--- config.mk ---
export PLATFORM = sky130hd
export DESIGN_NAME = pcxt_sysctl
export DESIGN_NICKNAME = d
export VERILOG_FILES = /design/src/source/pcxt_sysctl_pkg.sv /design/src/source/rate_accumulator.sv /design/src/source/clock_strobe_gen.sv /design/src/source/reset_sequencer.sv /design/src/source/core_control.sv /design/src/source/pcxt_sysctl.sv
export VERILOG_INCLUDE_DIRS = /design/src /design/src/include
export SDC_FILE = /design/constraint.sdc
export NUM_CORES = 1
export LEC_CHECK = 0
export BUFFER_PORTS_ARGS = -buffer_cell sky130_fd_sc_hd__buf_4
export CAP_MARGIN = 5
export CORE_UTILIZATION = 40
export CTS_CLUSTER_DIAMETER = 50
export DETAILED_ROUTE_END_ITERATION = 7
export RECOVER_POWER = 100
export SLEW_MARGIN = 20
export SYNTH_ARGS = -nofsm -noshare
export SYNTH_HDL_FRONTEND = slang
export SYNTH_SLANG_ARGS = --single-unit
--- constraint.sdc ---
create_clock -name CLK_50M -period 5.9 [get_ports CLK_50M]
set_input_delay 1.18 -clock CLK_50M [delete_from_list [all_inputs] [get_ports CLK_50M]]
set_output_delay 1.18 -clock CLK_50M [all_outputs]
set_load 0.005 [all_outputs]
--- src/include/pcxt_sysctl_macros.svh ---
// Rates, counts and option-word bit positions for the system-control glue
// All rates assume a single 50 MHz system clock
// Option-word positions follow the OSD status bit map of the core

`ifndef PCXT_SYSCTL_MACROS_SVH
`define PCXT_SYSCTL_MACROS_SVH

//////////////////////////////////////////////////////////////////////
// Clock rates
//////////////////////////////////////////////////////////////////////

`define SYSCLK_HZ 50_000_000
// Audio sample rate
`define AUDIO_HZ 44_100
// 8088 rate, 14.318 MHz over three
`define CPU_HZ 4_772_727

//////////////////////////////////////////////////////////////////////
// Reset sequencing
//////////////////////////////////////////////////////////////////////

`define RST_STRETCH_MAX 16'hFFFF
`define CPU_RESET_HOLD 42

//////////////////////////////////////////////////////////////////////
// Option decode
//////////////////////////////////////////////////////////////////////

// DIP switch patterns, MDA or CGA 80 columns
`define DIP_MDA 8'h3D
`define DIP_CGA 8'h2D
// Original 4:3 aspect
`define AR_DEFAULT_X 4
`define AR_DEFAULT_Y 3
// Low bit of each option field
`define STAT_SCALE_LO 1
`define STAT_MDA 4
`define STAT_AR_LO 8

`endif

--- src/source/pcxt_sysctl_pkg.sv ---
// Shared types for the system-control glue
// Widths here must agree with the macro values in the rate header

`default_nettype none

package pcxt_sysctl_pkg;

	// OSD option word
	typedef logic [31:0] status_word_t;
	// Fractional rate accumulator
	typedef logic [31:0] acc_t;
	// Reset stretch and hold counter
	typedef logic [15:0] rst_count_t;
	// HDMI aspect value, bit 12 flags a scaled size
	typedef logic [12:0] aspect_t;
	// Scanline effect code
	typedef logic [1:0]  vga_sl_t;
	// Half of the DIP switch byte
	typedef logic [3:0]  dip_nibble_t;

	// Reset sequencer states
	typedef enum logic [1:0] {
		RS_STRETCH  = 2'd0,
		RS_CPU_HOLD = 2'd1,
		RS_RUN      = 2'd2
	} reset_state_t;

	// Single-cycle clock enables
	typedef struct packed {
		logic audio;
		logic cpu;
		logic periph;
	} strobes_t;

	// Active high resets
	typedef struct packed {
		logic sys;
		logic cpu;
	} resets_t;

	// Decoded video options
	typedef struct packed {
		vga_sl_t vga_sl;
		aspect_t arx;
		aspect_t ary;
	} video_cfg_t;

endpackage

`default_nettype wire

--- src/source/rate_accumulator.sv ---
// Fractional divider, one pulse per SYSCLK_HZ of accumulated rate
// RATE_HZ must stay below SYSCLK_HZ so at most one wrap per cycle

`timescale 1ns/1ps
`default_nettype none

`include "pcxt_sysctl_macros.svh"

module rate_accumulator #(
	parameter int unsigned RATE_HZ = `AUDIO_HZ
) (
	input  wire  CLK_50M,
	input  wire  reset_wire,
	output logic pulse
);

	pcxt_sysctl_pkg::acc_t sum;
	pcxt_sysctl_pkg::acc_t sum_next;
	logic                  wrap;

	// Sum after this cycle's increment
	assign sum_next = sum + pcxt_sysctl_pkg::acc_t'(RATE_HZ);
	assign wrap     = (sum_next >= pcxt_sysctl_pkg::acc_t'(`SYSCLK_HZ));

	always_ff @(posedge CLK_50M or posedge reset_wire) begin
		if (reset_wire) begin
			sum   <= '0;
			pulse <= 1'b0;
		end else begin
			pulse <= wrap;
			// Keep the remainder so the long-run rate is exact
			if (wrap) begin
				sum <= sum_next - pcxt_sysctl_pkg::acc_t'(`SYSCLK_HZ);
			end else begin
				sum <= sum_next;
			end
		end
	end

endmodule

`default_nettype wire

--- src/source/clock_strobe_gen.sv ---
// Audio, CPU and peripheral clock enables on the 50 MHz clock
// Strobes are raw here, gating with the resets happens downstream
// Peripheral enable is half the CPU rate, first one on the second CPU strobe

`timescale 1ns/1ps
`default_nettype none

`include "pcxt_sysctl_macros.svh"

module clock_strobe_gen (
	input  wire                       CLK_50M,
	input  wire                       reset_wire,
	output pcxt_sysctl_pkg::strobes_t raw
);

	logic audio_pulse;
	logic cpu_pulse;
	// High between odd and even CPU strobes
	logic periph_phase;

	//////////////////////////////////////////////////////////////////////
	// Rate accumulators
	//////////////////////////////////////////////////////////////////////

	// 44.1 kHz sample enable
	rate_accumulator #(
		.RATE_HZ (`AUDIO_HZ)
	) u_audio_acc (
		.CLK_50M    (CLK_50M),
		.reset_wire (reset_wire),
		.pulse      (audio_pulse)
	);

	// 4.77 MHz CPU enable
	rate_accumulator #(
		.RATE_HZ (`CPU_HZ)
	) u_cpu_acc (
		.CLK_50M    (CLK_50M),
		.reset_wire (reset_wire),
		.pulse      (cpu_pulse)
	);

	//////////////////////////////////////////////////////////////////////
	// Peripheral divide by two
	//////////////////////////////////////////////////////////////////////

	always_ff @(posedge CLK_50M or posedge reset_wire) begin
		if (reset_wire) begin
			periph_phase <= 1'b0;
		end else if (cpu_pulse) begin
			periph_phase <= ~periph_phase;
		end
	end

	// Fires together with every even CPU strobe
	assign raw = '{
		audio:  audio_pulse,
		cpu:    cpu_pulse,
		periph: cpu_pulse & periph_phase
	};

endmodule

`default_nettype wire

--- src/source/reset_sequencer.sv ---
// Board reset stretch followed by a longer CPU reset hold
// System reset drops 65536 edges after reset_wire falls
// CPU reset drops CPU_RESET_HOLD plus two edges later
// reset_wire raises both resets at once at any time

`timescale 1ns/1ps
`default_nettype none

`include "pcxt_sysctl_macros.svh"

module reset_sequencer (
	input  wire                      CLK_50M,
	input  wire                      reset_wire,
	output pcxt_sysctl_pkg::resets_t resets
);

	pcxt_sysctl_pkg::reset_state_t state;
	pcxt_sysctl_pkg::rst_count_t   count;
	// System reset seen one cycle late by the CPU hold
	logic                          sys_q;

	always_ff @(posedge CLK_50M or posedge reset_wire) begin
		if (reset_wire) begin
			state      <= pcxt_sysctl_pkg::RS_STRETCH;
			count      <= '0;
			sys_q      <= 1'b1;
			resets.sys <= 1'b1;
			resets.cpu <= 1'b1;
		end else begin
			sys_q <= resets.sys;

			case (state)
				// Both resets held until the counter tops out
				pcxt_sysctl_pkg::RS_STRETCH: begin
					if (count != pcxt_sysctl_pkg::rst_count_t'(`RST_STRETCH_MAX)) begin
						count <= count + 1'b1;
					end else begin
						resets.sys <= 1'b0;
						count      <= '0;
						state      <= pcxt_sysctl_pkg::RS_CPU_HOLD;
					end
				end

				// First cycle only re-registers the system reset
				pcxt_sysctl_pkg::RS_CPU_HOLD: begin
					if (!sys_q) begin
						if (count != pcxt_sysctl_pkg::rst_count_t'(`CPU_RESET_HOLD)) begin
							count <= count + 1'b1;
						end else begin
							resets.cpu <= 1'b0;
							state      <= pcxt_sysctl_pkg::RS_RUN;
						end
					end
				end

				// Released until the next board reset
				pcxt_sysctl_pkg::RS_RUN: begin
					resets.sys <= 1'b0;
					resets.cpu <= 1'b0;
				end

				// Unused encoding restarts the whole sequence
				default: begin
					state      <= pcxt_sysctl_pkg::RS_STRETCH;
					count      <= '0;
					resets.sys <= 1'b1;
					resets.cpu <= 1'b1;
				end
			endcase
		end
	end

endmodule

`default_nettype wire

--- src/source/core_control.sv ---
// Strobe gating, keyboard line synchronizers and option decode
// All outputs are registered, one cycle after their inputs
// PS/2 lines read low for the whole system reset

`timescale 1ns/1ps
`default_nettype none

`include "pcxt_sysctl_macros.svh"

module core_control (
	input  wire                           CLK_50M,
	input  wire                           reset_wire,
	input  wire pcxt_sysctl_pkg::strobes_t     raw,
	input  wire pcxt_sysctl_pkg::resets_t      resets,
	input  wire pcxt_sysctl_pkg::status_word_t status,
	input  wire logic [7:0]                    port_b,
	input  wire                                ps2_clk_in,
	input  wire                                ps2_data_in,
	output pcxt_sysctl_pkg::strobes_t          strobes,
	output pcxt_sysctl_pkg::video_cfg_t        video_cfg,
	output pcxt_sysctl_pkg::dip_nibble_t       port_c_lo,
	output logic                               ps2_clk,
	output logic                               ps2_data
);

	// Option fields
	logic [1:0]                     scale;
	logic [1:0]                     ar;
	logic                           mda_mode;
	logic [7:0]                     sw;
	pcxt_sysctl_pkg::video_cfg_t    video_next;
	pcxt_sysctl_pkg::dip_nibble_t   port_c_next;

	// First synchronizer stage
	logic ps2_clk_ff;
	logic ps2_data_ff;

	//////////////////////////////////////////////////////////////////////
	// Strobe gating
	//////////////////////////////////////////////////////////////////////

	always_ff @(posedge CLK_50M or posedge reset_wire) begin
		if (reset_wire) begin
			strobes <= '0;
		end else begin
			// Audio runs once the chipset is out of reset
			strobes.audio  <= raw.audio & ~resets.sys;
			// CPU and bus peripherals wait for the CPU reset
			strobes.cpu    <= raw.cpu & ~resets.cpu;
			strobes.periph <= raw.periph & ~resets.cpu;
		end
	end

	//////////////////////////////////////////////////////////////////////
	// PS/2 keyboard synchronizers
	//////////////////////////////////////////////////////////////////////

	always_ff @(posedge CLK_50M or posedge reset_wire) begin
		if (reset_wire) begin
			ps2_clk_ff  <= 1'b0;
			ps2_clk     <= 1'b0;
			ps2_data_ff <= 1'b0;
			ps2_data    <= 1'b0;
		end else if (resets.sys) begin
			// Held clear while the chipset is in reset
			ps2_clk_ff  <= 1'b0;
			ps2_clk     <= 1'b0;
			ps2_data_ff <= 1'b0;
			ps2_data    <= 1'b0;
		end else begin
			ps2_clk_ff  <= ps2_clk_in;
			ps2_clk     <= ps2_clk_ff;
			ps2_data_ff <= ps2_data_in;
			ps2_data    <= ps2_data_ff;
		end
	end

	//////////////////////////////////////////////////////////////////////
	// Option decode
	//////////////////////////////////////////////////////////////////////

	assign scale    = status[`STAT_SCALE_LO +: 2];
	assign ar       = status[`STAT_AR_LO +: 2];
	assign mda_mode = status[`STAT_MDA];

	// Scanline bits for CRT 25% and CRT 50%
	assign video_next.vga_sl = {scale == 2'd3, scale == 2'd2};

	// Zero selects the original 4:3 ratio
	// Other codes pick the custom aspect slots
	assign video_next.arx = (ar == 2'd0) ?
		pcxt_sysctl_pkg::aspect_t'(`AR_DEFAULT_X) :
		pcxt_sysctl_pkg::aspect_t'(ar - 2'd1);
	assign video_next.ary = (ar == 2'd0) ?
		pcxt_sysctl_pkg::aspect_t'(`AR_DEFAULT_Y) : '0;

	// Switch block by display adapter
	assign sw = mda_mode ? `DIP_MDA : `DIP_CGA;
	// Port B bit 3 swaps in the high switch nibble
	assign port_c_next = port_b[3] ? sw[7:4] : sw[3:0];

	always_ff @(posedge CLK_50M or posedge reset_wire) begin
		if (reset_wire) begin
			video_cfg <= '0;
			port_c_lo <= '0;
		end else begin
			video_cfg <= video_next;
			port_c_lo <= port_c_next;
		end
	end

endmodule

`default_nettype wire

--- src/source/pcxt_sysctl.sv ---
// System-control top, everything on CLK_50M
// Strobes are clock enables, not clocks
// No handshakes, consumers sample levels and single-cycle strobes

`timescale 1ns/1ps
`default_nettype none

module pcxt_sysctl (
	input  wire                                CLK_50M,
	input  wire                                reset_wire,
	input  wire pcxt_sysctl_pkg::status_word_t status,
	input  wire logic [7:0]                    port_b,
	input  wire                                ps2_clk_in,
	input  wire                                ps2_data_in,
	output pcxt_sysctl_pkg::strobes_t          strobes,
	output pcxt_sysctl_pkg::resets_t           resets,
	output pcxt_sysctl_pkg::video_cfg_t        video_cfg,
	output pcxt_sysctl_pkg::dip_nibble_t       port_c_lo,
	output logic                               ps2_clk,
	output logic                               ps2_data
);

	// Ungated strobes from the accumulators
	pcxt_sysctl_pkg::strobes_t raw_strobes;

	clock_strobe_gen u_strobe_gen (
		.CLK_50M    (CLK_50M),
		.reset_wire (reset_wire),
		.raw        (raw_strobes)
	);

	reset_sequencer u_reset_seq (
		.CLK_50M    (CLK_50M),
		.reset_wire (reset_wire),
		.resets     (resets)
	);

	core_control u_core_ctrl (
		.CLK_50M     (CLK_50M),
		.reset_wire  (reset_wire),
		.raw         (raw_strobes),
		.resets      (resets),
		.status      (status),
		.port_b      (port_b),
		.ps2_clk_in  (ps2_clk_in),
		.ps2_data_in (ps2_data_in),
		.strobes     (strobes),
		.video_cfg   (video_cfg),
		.port_c_lo   (port_c_lo),
		.ps2_clk     (ps2_clk),
		.ps2_data    (ps2_data)
	);

endmodule

`default_nettype wire

After elaboration in Yosys (flattened, before gate mapping) --
Cells that the tools add are included. Widths: inputs -> output; s select.
Storage, ports and cells: register bits after elaboration 127, input port bits 44, logic and storage cells 78, output and inout bits 39
Operators by class: multiplexer cells 23, reduce and logical (&&, ||, !) cells 6, bitwise operators 10, equal/unequal tests 10, add/subtract/negate cells 6, order comparisons 2
Operator list (number):
- $ge 32x26->1 const B | 2
- $mux 32 | 2
- $sub 32x26->32 const B | 2
- $mux 16 | 3
- $pmux 16 s3 | 1
- $add 32x16->32 const B | 1
- $add 32x23->32 const B | 1
- $add 16x1->16 const B | 1
- $ne 16x16->1 const B | 1
- $ne 16x6->1 const B | 1
- $mux 13 | 1
- $mux 2 | 4
- $mux 1 | 7
- $eq 2x2->1 const B | 3
- $ne 2x2->1 const B | 3
- $not 1->1 | 6
- $pmux 1 s3 | 2
- $pmux 2 s3 | 1
- $reduce_and 3->1 | 2
- $mux 5 | 1
- $and 1x1->1 | 4
- $logic_not 2->1 | 2
- $mux 4 | 1
- $reduce_and 4->1 | 1
- 4 further kinds | 4

Depth between registers and ports, before layout --
Gate-level depths: netlist of the first run.
word-level depth 4, depth in mapped cells 15

By module --
A second synthesis of the first run with hierarchy kept.
Second synthesis, totals: cells, all modules 781, area total of the unflattened synthesis 7206.9 µm²
By module, submodules not included:
- rate_accumulator at u_strobe_gen.u_cpu_acc | area each 2627.5 µm², cells an instance 292, times used 1
- rate_accumulator at u_strobe_gen.u_audio_acc | area each 2568.7 µm², cells an instance 290, times used 1
- reset_sequencer | area each 1287.5 µm², cells an instance 138, times used 1
- core_control | area each 663.1 µm², cells an instance 55, times used 1
- clock_strobe_gen | area each 60.1 µm², cells an instance 6, times used 1

Worst setup path before layout of the first run --
No wires, ideal clock.
path kind flip-flop to flip-flop, start register u_strobe_gen.u_audio_acc.sum[2], end register u_strobe_gen.u_audio_acc.sum[13], path slack 2.582 ns, data arrival time 3.186 ns, data required time 5.769 ns, period minus slack after synthesis 3.318 ns, cell stages (with the launch flop) 13, cell sequence dfrtp_1 -> ha_1 -> a31oi_1 -> or4_1 -> clkbuf_1 -> a211o_1 -> a211oi_1 -> nor2_1 -> o31a_1 -> buf_6 -> o41ai_2 -> a22oi_1 -> xnor2_1
On the way: cells in the longest elaborated chain, start to end 3, elaborated cells between the ends (all ways) 4
Ends and longest elaborated chain:
- start: declaration | line rate_accumulator.sv:17 | pcxt_sysctl_pkg::acc_t sum;
- start signal: assignment | line rate_accumulator.sv:33 | sum <= sum_next - pcxt_sysctl_pkg::acc_t'(`SYSCLK_HZ);
- start signal: assignment | line rate_accumulator.sv:35 | sum <= sum_next;
- $add 32x16->32 * | line rate_accumulator.sv:22 | assign sum_next = sum + pcxt_sysctl_pkg::acc_t'(RATE_HZ);
- $sub 32x26->32 or $ge 32x26->1 (tied branches) | line rate_accumulator.sv:33, rate_accumulator.sv:23
- $mux 32 * | line rate_accumulator.sv:32 | if (wrap) begin
Mark *: on every way between the ends. The rest lies on a longest branch, timed or not. A chain may end at the register's enable or synchronous reset.

Worst setup path after layout of the first run --
start register u_strobe_gen.u_audio_acc.sum[2], end register u_strobe_gen.u_audio_acc.sum[13]
On the way: cells in the longest elaborated chain, start to end 3, elaborated cells between the ends (all ways) 4
Ends and longest elaborated chain:
- $add 32x16->32 | line rate_accumulator.sv:22
- $ge 32x26->1 | line rate_accumulator.sv:23 | assign wrap = (sum_next >= pcxt_sysctl_pkg::acc_t'(`SYSCLK_HZ));
- net u_strobe_gen.u_audio_acc.wrap | line rate_accumulator.sv:19 | logic wrap;
- $mux 32 | line rate_accumulator.sv:32
The timed path passes the listed nets, and every way through them passes these cells.

==> results of run 1 <==
-- cells in the mapped netlist (8+ instances only) --
| master | count |
|---|---|
| nand4_1 | 15 |
| nor2b_1 | 18 |
| nor4_1 | 10 |
| nor3_1 | 31 |
| and2_1 | 10 |
| nor2_1 | 79 |
| dfrtp_1 | 99 |
| xor2_1 | 37 |
| o21ai_0 | 19 |
| a21oi_1 | 19 |
| a211oi_1 | 10 |
| xnor2_1 | 68 |
| ha_1 | 9 |
| clkbuf_1 | 25 |
| o211ai_1 | 8 |
| nand2_1 | 58 |
| nand3_1 | 37 |
| and3_1 | 16 |
| nand2b_1 | 13 |
| inv_1 | 26 |
| buf_4 | 26 |
| a31oi_1 | 9 |
| nand4b_1 | 8 |
-- through the flow --
step,total power [uW],std cells
2_1_floorplan,745,793
4_1_cts,1400,1011
5_1_grt,1420,1011
3_3_place_gp,757,995
3_5_place_dp,758,995
6_report,1360,1011
-- layer usage --
layer | part of all wire, % | track usage [%] | up-vias
met5 | 0 | 0 | -
met4 | 1.3 | 4.86 | 0
met3 | 2.8 | 3.46 | 13
met2 | 45 | 27.5 | 95
met1 | 51 | 24.4 | 2585
li1 | - | - | 2747
-- sequential cells by signal, indices dropped and copies added, names as in the netlist, 2 cells and up --
register                      count
u_strobe_gen.u_audio_acc.sum     30
u_core_ctrl.port_c_lo             3
u_reset_seq.count                16
u_reset_seq.resets                2
u_reset_seq.state                 2
u_strobe_gen.u_cpu_acc.sum       32
u_core_ctrl.strobes               3
u_core_ctrl.video_cfg             6
-- where the power goes --
part | internal (uW) | total [uW] | switching (uW)
clock network | 344 | 624 | 280
registers | 703 | 705 | 1.87
logic | 12.4 | 33.6 | 21.2
-- path summary, 6_finish.rpt --
check | start | endpoint | slack [ns]
max in group asynchronous | reset_wire | u_strobe_gen.u_cpu_acc.sum[2] | 1.62
min in group asynchronous | reset_wire | u_core_ctrl.strobes[1] | 1.74
setup reg to reg | u_strobe_gen.u_audio_acc.sum[2] | u_strobe_gen.u_audio_acc.sum[13] | 1.36
setup / recovery | u_strobe_gen.u_audio_acc.sum[2] | u_strobe_gen.u_audio_acc.sum[13] | 1.36
hold reg to reg | u_strobe_gen.u_cpu_acc.pulse | u_strobe_gen.periph_phase | 0.46
hold / removal | u_strobe_gen.u_cpu_acc.pulse | u_strobe_gen.periph_phase | 0.46
-- cell families after synthesis --
kind of cell / after synthesis
xor+xnor: 105
fa+ha+maj: 9
buf+inv: 86
simple gates: 338
other cells: 1
compound gates: 138
flops: 102
mux: 3
-- cell type report --
class | instances | area (um2)
clock buffers | 10 | 239
clock inverters | 6 | 68.8
multi-input cells | 605 | 3940
repair buffers | 41 | 274
flip-flops and latches | 102 | 2560
inverters | 27 | 104
fillers | 1688 | 9300
well taps | 220 | 275
-- critical path: stages (launching register included) --
cell and delay, ns:
dfrtp_1 0.51, ha_1 0.34, a31oi_1 0.11, clkbuf_1 0.30, nor4_1 0.99, o2111ai_1 0.33
nor4_1 0.24, nor3_1 0.13, nor4b_1 0.42, o31a_1 0.25, clkinvlp_2 0.34, nand3_1 0.20
a22oi_1 0.11, xnor2_1 0.14
==> run summary, run 1 <==
status: finished with violations
failing checks: capacitance limit, slew limit
DRT Wirelength: 14.4 mm
Placement Setup Slack: 1.74 ns
post-synth cell types: 80
Synth Area in Adders: 1.63%
Die Ht: 134 um
Final Skew: 0.00921 ns
half-perimeter wire length after placement: 10.2 mm
DR WL/cell: 14.2 um
Min Hold Slack: 0.462 ns
CTS-repair resized insts: 0
clock buffer count from CTS: 9
sequential fraction of the synthesis area: 36.9%
max cap viols: 2
Hold Crit Class: reg -> reg
post-route setup slack: 1.36 ns
clock-pin slew on the worst setup and hold paths: 0.07 ns
actual transition at the worst max-transition pin: 3.15 ns
Post-synth EDFFs: 0
Req. time, crit path: 6.13 ns
largest family of logic cells by synthesized area: simple AND/OR/NAND/NOR gates
root buf cell: clkbuf_16
Fin. Hold Viols: 0
Period Utilization, post-route: 77.0%
dpl cell area: 7210 um2
power density over the cells: 183 nW/um2
CTS H-tree depth: 3
Static Leak: 0.00292 uW
grt total ovfl: 0
Initial Util: 41.3%
cell count after synthesis: 782
First-pass DRT Iterations: 6
Placer Congestion: 0.810
Max FO, Critical Path: 13
XOR/XNOR Fraction of Synth Area: 13.3%
chip width: 134 um
Startpoint Class: flop
Post-CTS Hold Fix Bufs: 0
top cell type by total area after synthesis: dfrtp_1
worst vdd ir: 0.147 mV
die area: 17,800 um2
initial antenna violation count: 0
NumNets Final: 839
vias: 5,440
Post-Syn Area per Cell: 8.85 um2
Std-Cell Core Area: 16,800 um2
simple-gate share of the synthesized area: 25.9%
Final setup viols: 0
Area growth, synth to finish: 7.74%
synthesized area: 6920 um2
max-slew violations: 105
largest net degree at the start of global routing: 72
Hold Crit Depth: 1
clock latency on the worst-skew pair: 0.36 ns
n_diodes: 0
Synth Area in Compound Gates: 15.4%
Yosys warning count: 0
DRC viols: 0
CTS tree: done
synth top area cells: dfrtp_1, xnor2_1, xor2_1
post-synthesis async set-or-reset flop share: 100%
Buffers on Ports: 37
Ports: 83
Setup TNS Final: 0 ns
post-synth top area share: 35.8%
final core utilization: 44.5%
# rows: 47
Worst Reg-to-Reg Cells: 13
mux contribution to synthesized area: 0.434%
Fmax: 0.220 GHz
post-route ant nets: 0
Main synth FF type: dfrtp_1
Iteration-0 DRC Markers: 337
global-route usage over all layers: 17.5%
Worst slew margin: -111%
vias per cell: 5.38
commonest non-fill, non-tap cell in the layout: dfrtp_1
most frequent cells in the layout: dfrtp_1, nor2_1, xnor2_1, nand2_1
fin crit period: 4.54 ns
fin area: 7460 um2
first-pass GRT wire length: 25.0 mm
vias in the first global route: 5,047
FF+latch count, synth: 102
layout cells sized above 1: 8.72%
CP Capture Type: flop
RSZ-0062 raised after global routing: false
Worst Path Arrival: 4.77 ns
clock sink total: 102
postcts setup bufs: 0
clk buf depth: 2
crit path kind: reg -> reg
Power figures use the tool's default switching activity.
==> run 2: changes to the inputs <==
- clock period: 5.9 -> 4.4 ns (I/O delays scaled with it)
==> run summary, run 2 (same netlist as run 1, synthesis figures left out) <==
Buffers on Ports: 37 (unchanged)
clock latency on the worst-skew pair: 0.36 ns (about the same)
Hold Crit Class: reg -> reg
Setup TNS Final: 0 ns (unchanged)
Fin. Hold Viols: 0 (unchanged)
commonest non-fill, non-tap cell in the layout: dfrtp_1
Worst Path Arrival: 4.17 ns (-0.60 ns)
first-pass GRT wire length: 24.8 mm (-0.83%)
chip width: 134 um (unchanged)
fin crit period: 3.93 ns (-0.607 ns)
Initial Util: 41.3% (unchanged)
largest net degree at the start of global routing: 62 (-14%)
First-pass DRT Iterations: 5 (-1)
failing checks: capacitance limit, slew limit
half-perimeter wire length after placement: 10.5 mm (+3.1%)
CTS-repair resized insts: 0 (unchanged)
crit path kind: reg -> reg
CTS H-tree depth: 3 (unchanged)
Area growth, synth to finish: 8.98%
Startpoint Class: flop
Static Leak: 0.00298 uW (+2.1%)
met1 Track Usage GR: 23.9% (-0.44 points)
Placer Congestion: 0.851 (+5.0%)
n_diodes: 0 (unchanged)
most frequent cells in the layout: dfrtp_1, nor2_1, xnor2_1, nand2_1
postcts setup bufs: 0 (unchanged)
clock-pin slew on the worst setup and hold paths: 0.07 ns (about the same)
CTS tree: done
Min Hold Slack: 0.458 ns (-0.00357 ns)
grt peak-use layer: met2
layout cells sized above 1: 10.2% (+1.5 points)
NumNets Final: 853 (+1.7%)
fin area: 7540 um2 (+1.2%)
Reg area: 2560 um2 (unchanged)
Period Utilization, post-route: 89.4% (+12 points)
Reg with most FFs: u_strobe_gen.u_cpu_acc.sum
Largest regs: u_strobe_gen.u_cpu_acc.sum x32, u_strobe_gen.u_audio_acc.sum x30, u_reset_seq.count x16
dpl cell area: 7310 um2 (+1.5%)
Worst slew margin: -77.1% (+34 points)
CP Capture Type: flop
Std-Cell Core Area: 16,800 um2 (unchanged)
max-slew violations: 62 (-41%)
Iteration-0 DRC Markers: 299 (-11%)
clock buffer count from CTS: 9 (unchanged)
vias per cell: 5.31 (-1.2%)
GR Util met2: 26.7% (-0.81 points)
Multi-input gate area: 3950 um2 (+0.16%)
vias in the first global route: 5,082 (+0.69%)
grt total ovfl: 0 (unchanged)
die area: 17,800 um2 (unchanged)
Req. time, crit path: 4.64 ns (-1.49 ns)
Filler cells: 1,654 (-2.0%)
max cap viols: 1 (-1)
vias: 5,447 (+0.13%)
Final setup viols: 0 (unchanged)
met3 Usage GRT: 2.78% (-0.68 points)
Fmax: 0.254 GHz (+15%)
DRT Wirelength: 14.4 mm (+0.54%)
DRC viols: 0 (unchanged)
post-route ant nets: 0 (unchanged)
Ports: 83 (unchanged)
DR WL/cell: 14.1 um (-0.84%)
Final Skew: 0.00793 ns (-0.00129 ns)
status: finished with violations
RSZ-0062 raised after global routing: false
max reg flops: 32 (unchanged)
clk buf depth: 2 (unchanged)
# rows: 47 (unchanged)
power density over the cells: 237 nW/um2 (+30%)
initial antenna violation count: 0 (unchanged)
worst vdd ir: 0.191 mV (+30%)
global-route usage over all layers: 17.2% (-0.30 points)
Post-CTS Hold Fix Bufs: 0 (unchanged)
Die Ht: 134 um (unchanged)
actual transition at the worst max-transition pin: 2.64 ns (-0.512 ns)
root buf cell: clkbuf_16
clock sink total: 102 (unchanged)
Max FO, Critical Path: 7 (-6)
[run 2: worst max-delay path, cell delays in order (launching register included)]
cell and delay, ns:
dfrtp_1 0.49, ha_1 0.33, a31oi_1 0.28, nor4_2 0.68, nand4b_1 0.17, a21oi_1 0.27, o21bai_4 0.11, or3_4 0.41
o31a_1 0.31, buf_4 0.19, o41ai_2 0.27, a22oi_1 0.14, xnor2_1 0.13
[run 2: final timing paths]
| path | slack, ns | from | to | cells past startpoint |
|---|---|---|---|---|
| worst min-delay path | 0.46 | u_strobe_gen.u_cpu_acc.pulse | u_strobe_gen.periph_phase | 1 |
| worst min register to register | 0.46 | u_strobe_gen.u_cpu_acc.pulse | u_strobe_gen.periph_phase | 1 |
| worst max register to register | 0.47 | u_strobe_gen.u_audio_acc.sum[3] | u_strobe_gen.u_audio_acc.sum[13] | 12 |
| max in group asynchronous | 1.20 | reset_wire | u_strobe_gen.u_audio_acc.sum[19] | 3 |
| worst max-delay path | 0.47 | u_strobe_gen.u_audio_acc.sum[3] | u_strobe_gen.u_audio_acc.sum[13] | 12 |
| min in group asynchronous | 1.25 | reset_wire | u_core_ctrl.video_cfg[24] | 2 |
[run 2: area by class of cell]
cell class,count,area share [%]
Clock inverter,7,0.862
Clock buffer,9,2.99
Sequential cell,102,33.9
Inverter,27,1.38
Multi-Input combinational cell,605,52.3
Timing Repair Buffer,55,4.93
Tap cell,220,3.65
[run 2: power breakdown]
group	switching, uW	leakage [uW]	internal (uW)
Combinational	28.2	0.00156	17.3
Clock	401	0.000140	398
Sequential	2.56	0.00128	943
[run 2: routing by layer]
metal | up-vias | share of wire (%)
met2 | 89 | 45
li1 | 2773 | -
met5 | - | 0
met4 | 0 | 1.8
met3 | 17 | 3.0
met1 | 2568 | 50
[run 2: through the flow]
stage / cells / utilization (%) / power [uW] / setup slack (ns)
3_5_place_dp: 1009 / 43.6 / 1020 / 0.500
5_1_grt: 1025 / 45.0 / 1860 / 0.0828
3_3_place_gp: 1009 / 43.6 / 1020 / 0.515
6_report: 1025 / 45.0 / 1790 / 0.466
4_1_cts: 1025 / 45.4 / 1830 / 0.477
2_1_floorplan: 793 / - / 999 / 0.849
==> run 3: changes to the inputs <==
- ABC_CLOCK_PERIOD_IN_PS: default -> 4400
- SYNTH_HIERARCHICAL: default -> 1
==> run summary, run 3 <==
Setup TNS Final: 0 ns (unchanged)
clock buffer count from CTS: 9 (unchanged)
WL met2: 7.38 mm (+14%)
top cell type by total area after synthesis: dfrtp_1
Largest regs: u_strobe_gen/u_cpu_acc/sum x32, u_strobe_gen/u_audio_acc/sum x30, u_reset_seq/count x16
post-route ant nets: 0 (unchanged)
Area growth, synth to finish: 6.44%
most frequent cells in the layout: dfrtp_1, nand2_1, xnor2_1, nor2_1, nand3_1
clk buf depth: 2 (unchanged)
clock network power share: 45.1% (+0.5 points)
grt total ovfl: 0 (unchanged)
post-synth top area share: 34.4% (-1.4 points)
Net Sw Frac: 24.3% (+0.19 points)
clock latency on the worst-skew pair: 0.36 ns (about the same)
power density over the cells: 236 nW/um2 (-0.73%)
Die Ht: 136 um (+2.0%)
Post-CTS Hold Fix Bufs: 0 (unchanged)
global-route usage over all layers: 18.2% (+1.0 points)
Multi-input gate area: 4100 um2 (+3.8%)
failing checks: capacitance limit, slew limit
Synth top cells by count: dfrtp_1, nand2_1, xnor2_1
fin area: 7670 um2 (+1.7%)
Static Leak: 0.00306 uW (+2.7%)
CTS-repair resized insts: 0 (unchanged)
Psw: 439 uW (+1.8%)
Req. time, crit path: 4.69 ns (+0.05 ns)
DR top layer: met4
vias per cell: 5.57 (+4.8%)
RSZ-0062 raised after global routing: false
Ports: 83 (unchanged)
First-pass DRT Iterations: 5 (unchanged)
synthesized area: 7210 um2 (+4.1%)
Fin. Hold Viols: 0 (unchanged)
Initial Util: 41.4% (+0.080 points)
DRT met1 WL: 7.55 mm (+4.0%)
Final setup viols: 0 (unchanged)
max cap viols: 2 (+1)
Reg with most FFs: u_strobe_gen/u_cpu_acc/sum
DR WL/cell: 15.3 um (+8.7%)
max-slew violations: 66 (+6.5%)
fin crit period: 3.92 ns (-0.00973 ns)
NumNets Final: 840 (-1.5%)
Max FO, Critical Path: 8 (+1)
Post-Syn Area per Cell: 9.23 um2 (+4.3%)
Post-synth EDFFs: 0 (unchanged)
post-synth cell types: 103 (+29%)
cell count after synthesis: 781 (-0.13%)
# rows: 48 (+2.1%)
crit path kind: reg -> reg
Placer Congestion: 0.853 (+0.22%)
root buf cell: clkbuf_16
first-pass GRT wire length: 27.0 mm (+8.9%)
P_int: 1370 uW (+0.69%)
vias: 5,664 (+4.0%)
commonest non-fill, non-tap cell in the layout: dfrtp_1
FF+latch count, synth: 102 (unchanged)
initial antenna violation count: 0 (unchanged)
Reg area: 2560 um2 (unchanged)
Hold Crit Class: in -> async
Main synth FF type: dfrtp_1
actual transition at the worst max-transition pin: 1.82 ns (-0.819 ns)
Iteration-0 DRC Markers: 295 (-1.3%)
CP Capture Type: flop
Fmax: 0.255 GHz (+0.25%)
Filler cells: 1,766 (+6.8%)
Startpoint Class: flop
n_diodes: 0 (unchanged)
chip width: 136 um (+2.0%)
met3 wire length: 480 um (+12%)
layout cells sized above 1: 13.4% (+3.2 points)
vias in the first global route: 5,429 (+6.8%)
largest net degree at the start of global routing: 34 (-45%)
DRT Wirelength: 15.6 mm (+7.9%)
Final Skew: 0.00950 ns (+0.00157 ns)
synth top area cells: dfrtp_1, xnor2_1, xor2_1
combinational fraction of design power: 2.6% (about the same)
clock-pin slew on the worst setup and hold paths: 0.08 ns (about the same)
half-perimeter wire length after placement: 11.2 mm (+6.6%)
most frequent cell after synthesis: dfrtp_1
postcts setup bufs: 0 (unchanged)
die area: 18,600 um2 (+4.1%)
DRC viols: 0 (unchanged)
worst vdd ir: 0.173 mV (-9.2%)
Worst slew margin: -21.5% (+56 points)
Buffers on Ports: 37 (unchanged)
Std-Cell Core Area: 17,400 um2 (+3.9%)
sequential fraction of the synthesis area: 35.5% (-1.5 points)
Period Utilization, post-route: 89.2% (-0.22 points)
Yosys warning count: 6 (+6)
max reg flops: 32 (unchanged)
sequential share of power: 52.3% (-0.5 points)
CTS H-tree depth: 3 (unchanged)
status: finished with violations
dpl cell area: 7490 um2 (+2.4%)
clock sink total: 102 (unchanged)
CTS tree: done
Worst Path Arrival: 4.21 ns (+0.04 ns)
post-synthesis async set-or-reset flop share: 100% (unchanged)
[run 3: changes by cell type in the layout (fill, tap and decap cells not counted), moves of 6 or more]
cell	change
nor2_1	-27
xnor2_1	-14
nor3_1	-12
a21oi_1	+8
nand2b_1	-7
a31oi_1	+6
and3_1	-6
buf_4	-6
o21ai_1	+6
o311ai_0	+6
o31ai_1	+6
[run 3: cells by family after synthesis]
logic type	synth area share, %
adders and majority gates	1.56
other	0.0520
AOI/OAI and AO/OA	19.8
xor gates and xnor gates	11.0
and+or+nand+nor	23.9
buffers and inverters	6.94
muxes	1.27
DFF	35.5
[run 3: power groups by stage]
stage	clock, uW	combinational [uW]	sequential [uW]
after floorplan	0	34.8	965
after global placement	0	52.6	964
after detailed placement	0	52.6	964
after CTS	856	52.7	946
after global routing	888	55.3	946
final	815	47.0	945
[run 3: layer usage]
metal	global-route usage, %	up-vias
met1	25.3	2746
met2	28.9	100
met4	5.43	0
met5	0	-
li1	-	2805
met3	3.17	13
[run 3: stage by stage]
stage / total power [uW] / cells / setup WS [ns] / utilization [%] / hold slack [ns]
after floorplan: 999 / 792 / 1.25 / - / 0.398
after global placement: 1020 / 1001 / 0.752 / 43.0 / 0.419
after detailed placement: 1020 / 1001 / 0.723 / 43.0 / 0.421
after CTS: 1850 / 1017 / 0.708 / 44.7 / 0.368
final: 1810 / 1017 / 0.476 / 44.0 / 0.409
after global routing: 1890 / 1017 / 0.233 / 44.0 / 0.440
[run 3: final timing paths]
path                                                 startpoint                         endpoint  slack (ns)  depth (start not counted)
worst max-delay path            u_strobe_gen/u_audio_acc/sum[2]  u_strobe_gen/u_audio_acc/sum[9]        0.48                         11
worst min-delay path                                 reset_wire        u_strobe_gen/periph_phase        0.41                          2
worst max register to register  u_strobe_gen/u_audio_acc/sum[2]  u_strobe_gen/u_audio_acc/sum[9]        0.48                         11
worst min register to register           u_core_ctrl/ps2_clk_ff              u_core_ctrl/ps2_clk        0.47                          1
max in group asynchronous                            reset_wire   u_strobe_gen/u_cpu_acc/sum[19]        2.12                          3
min in group CLK_50M                     u_core_ctrl/ps2_clk_ff              u_core_ctrl/ps2_clk        0.47                          1
[run 3: cell type report]
type	count	share of cell area [%]
clock buffer	9	2.94
clock inverter	7	1.06
inverter	28	1.37
multi-input combinational	599	53.4
sequential	102	33.3
tap	225	3.67
timing repair buffer	47	4.26
[run 3: critical path, stage by stage, from the launching register on]
cell and delay, ns:
dfrtp_1 0.45, ha_1 0.28, a31oi_1 0.24, or4_1 0.77, a31oi_1 0.28, o311ai_0 0.19
nand4b_1 0.35, or2_0 0.31, nor2_1 0.41, inv_1 0.27, nand2_1 0.14, xor2_1 0.16
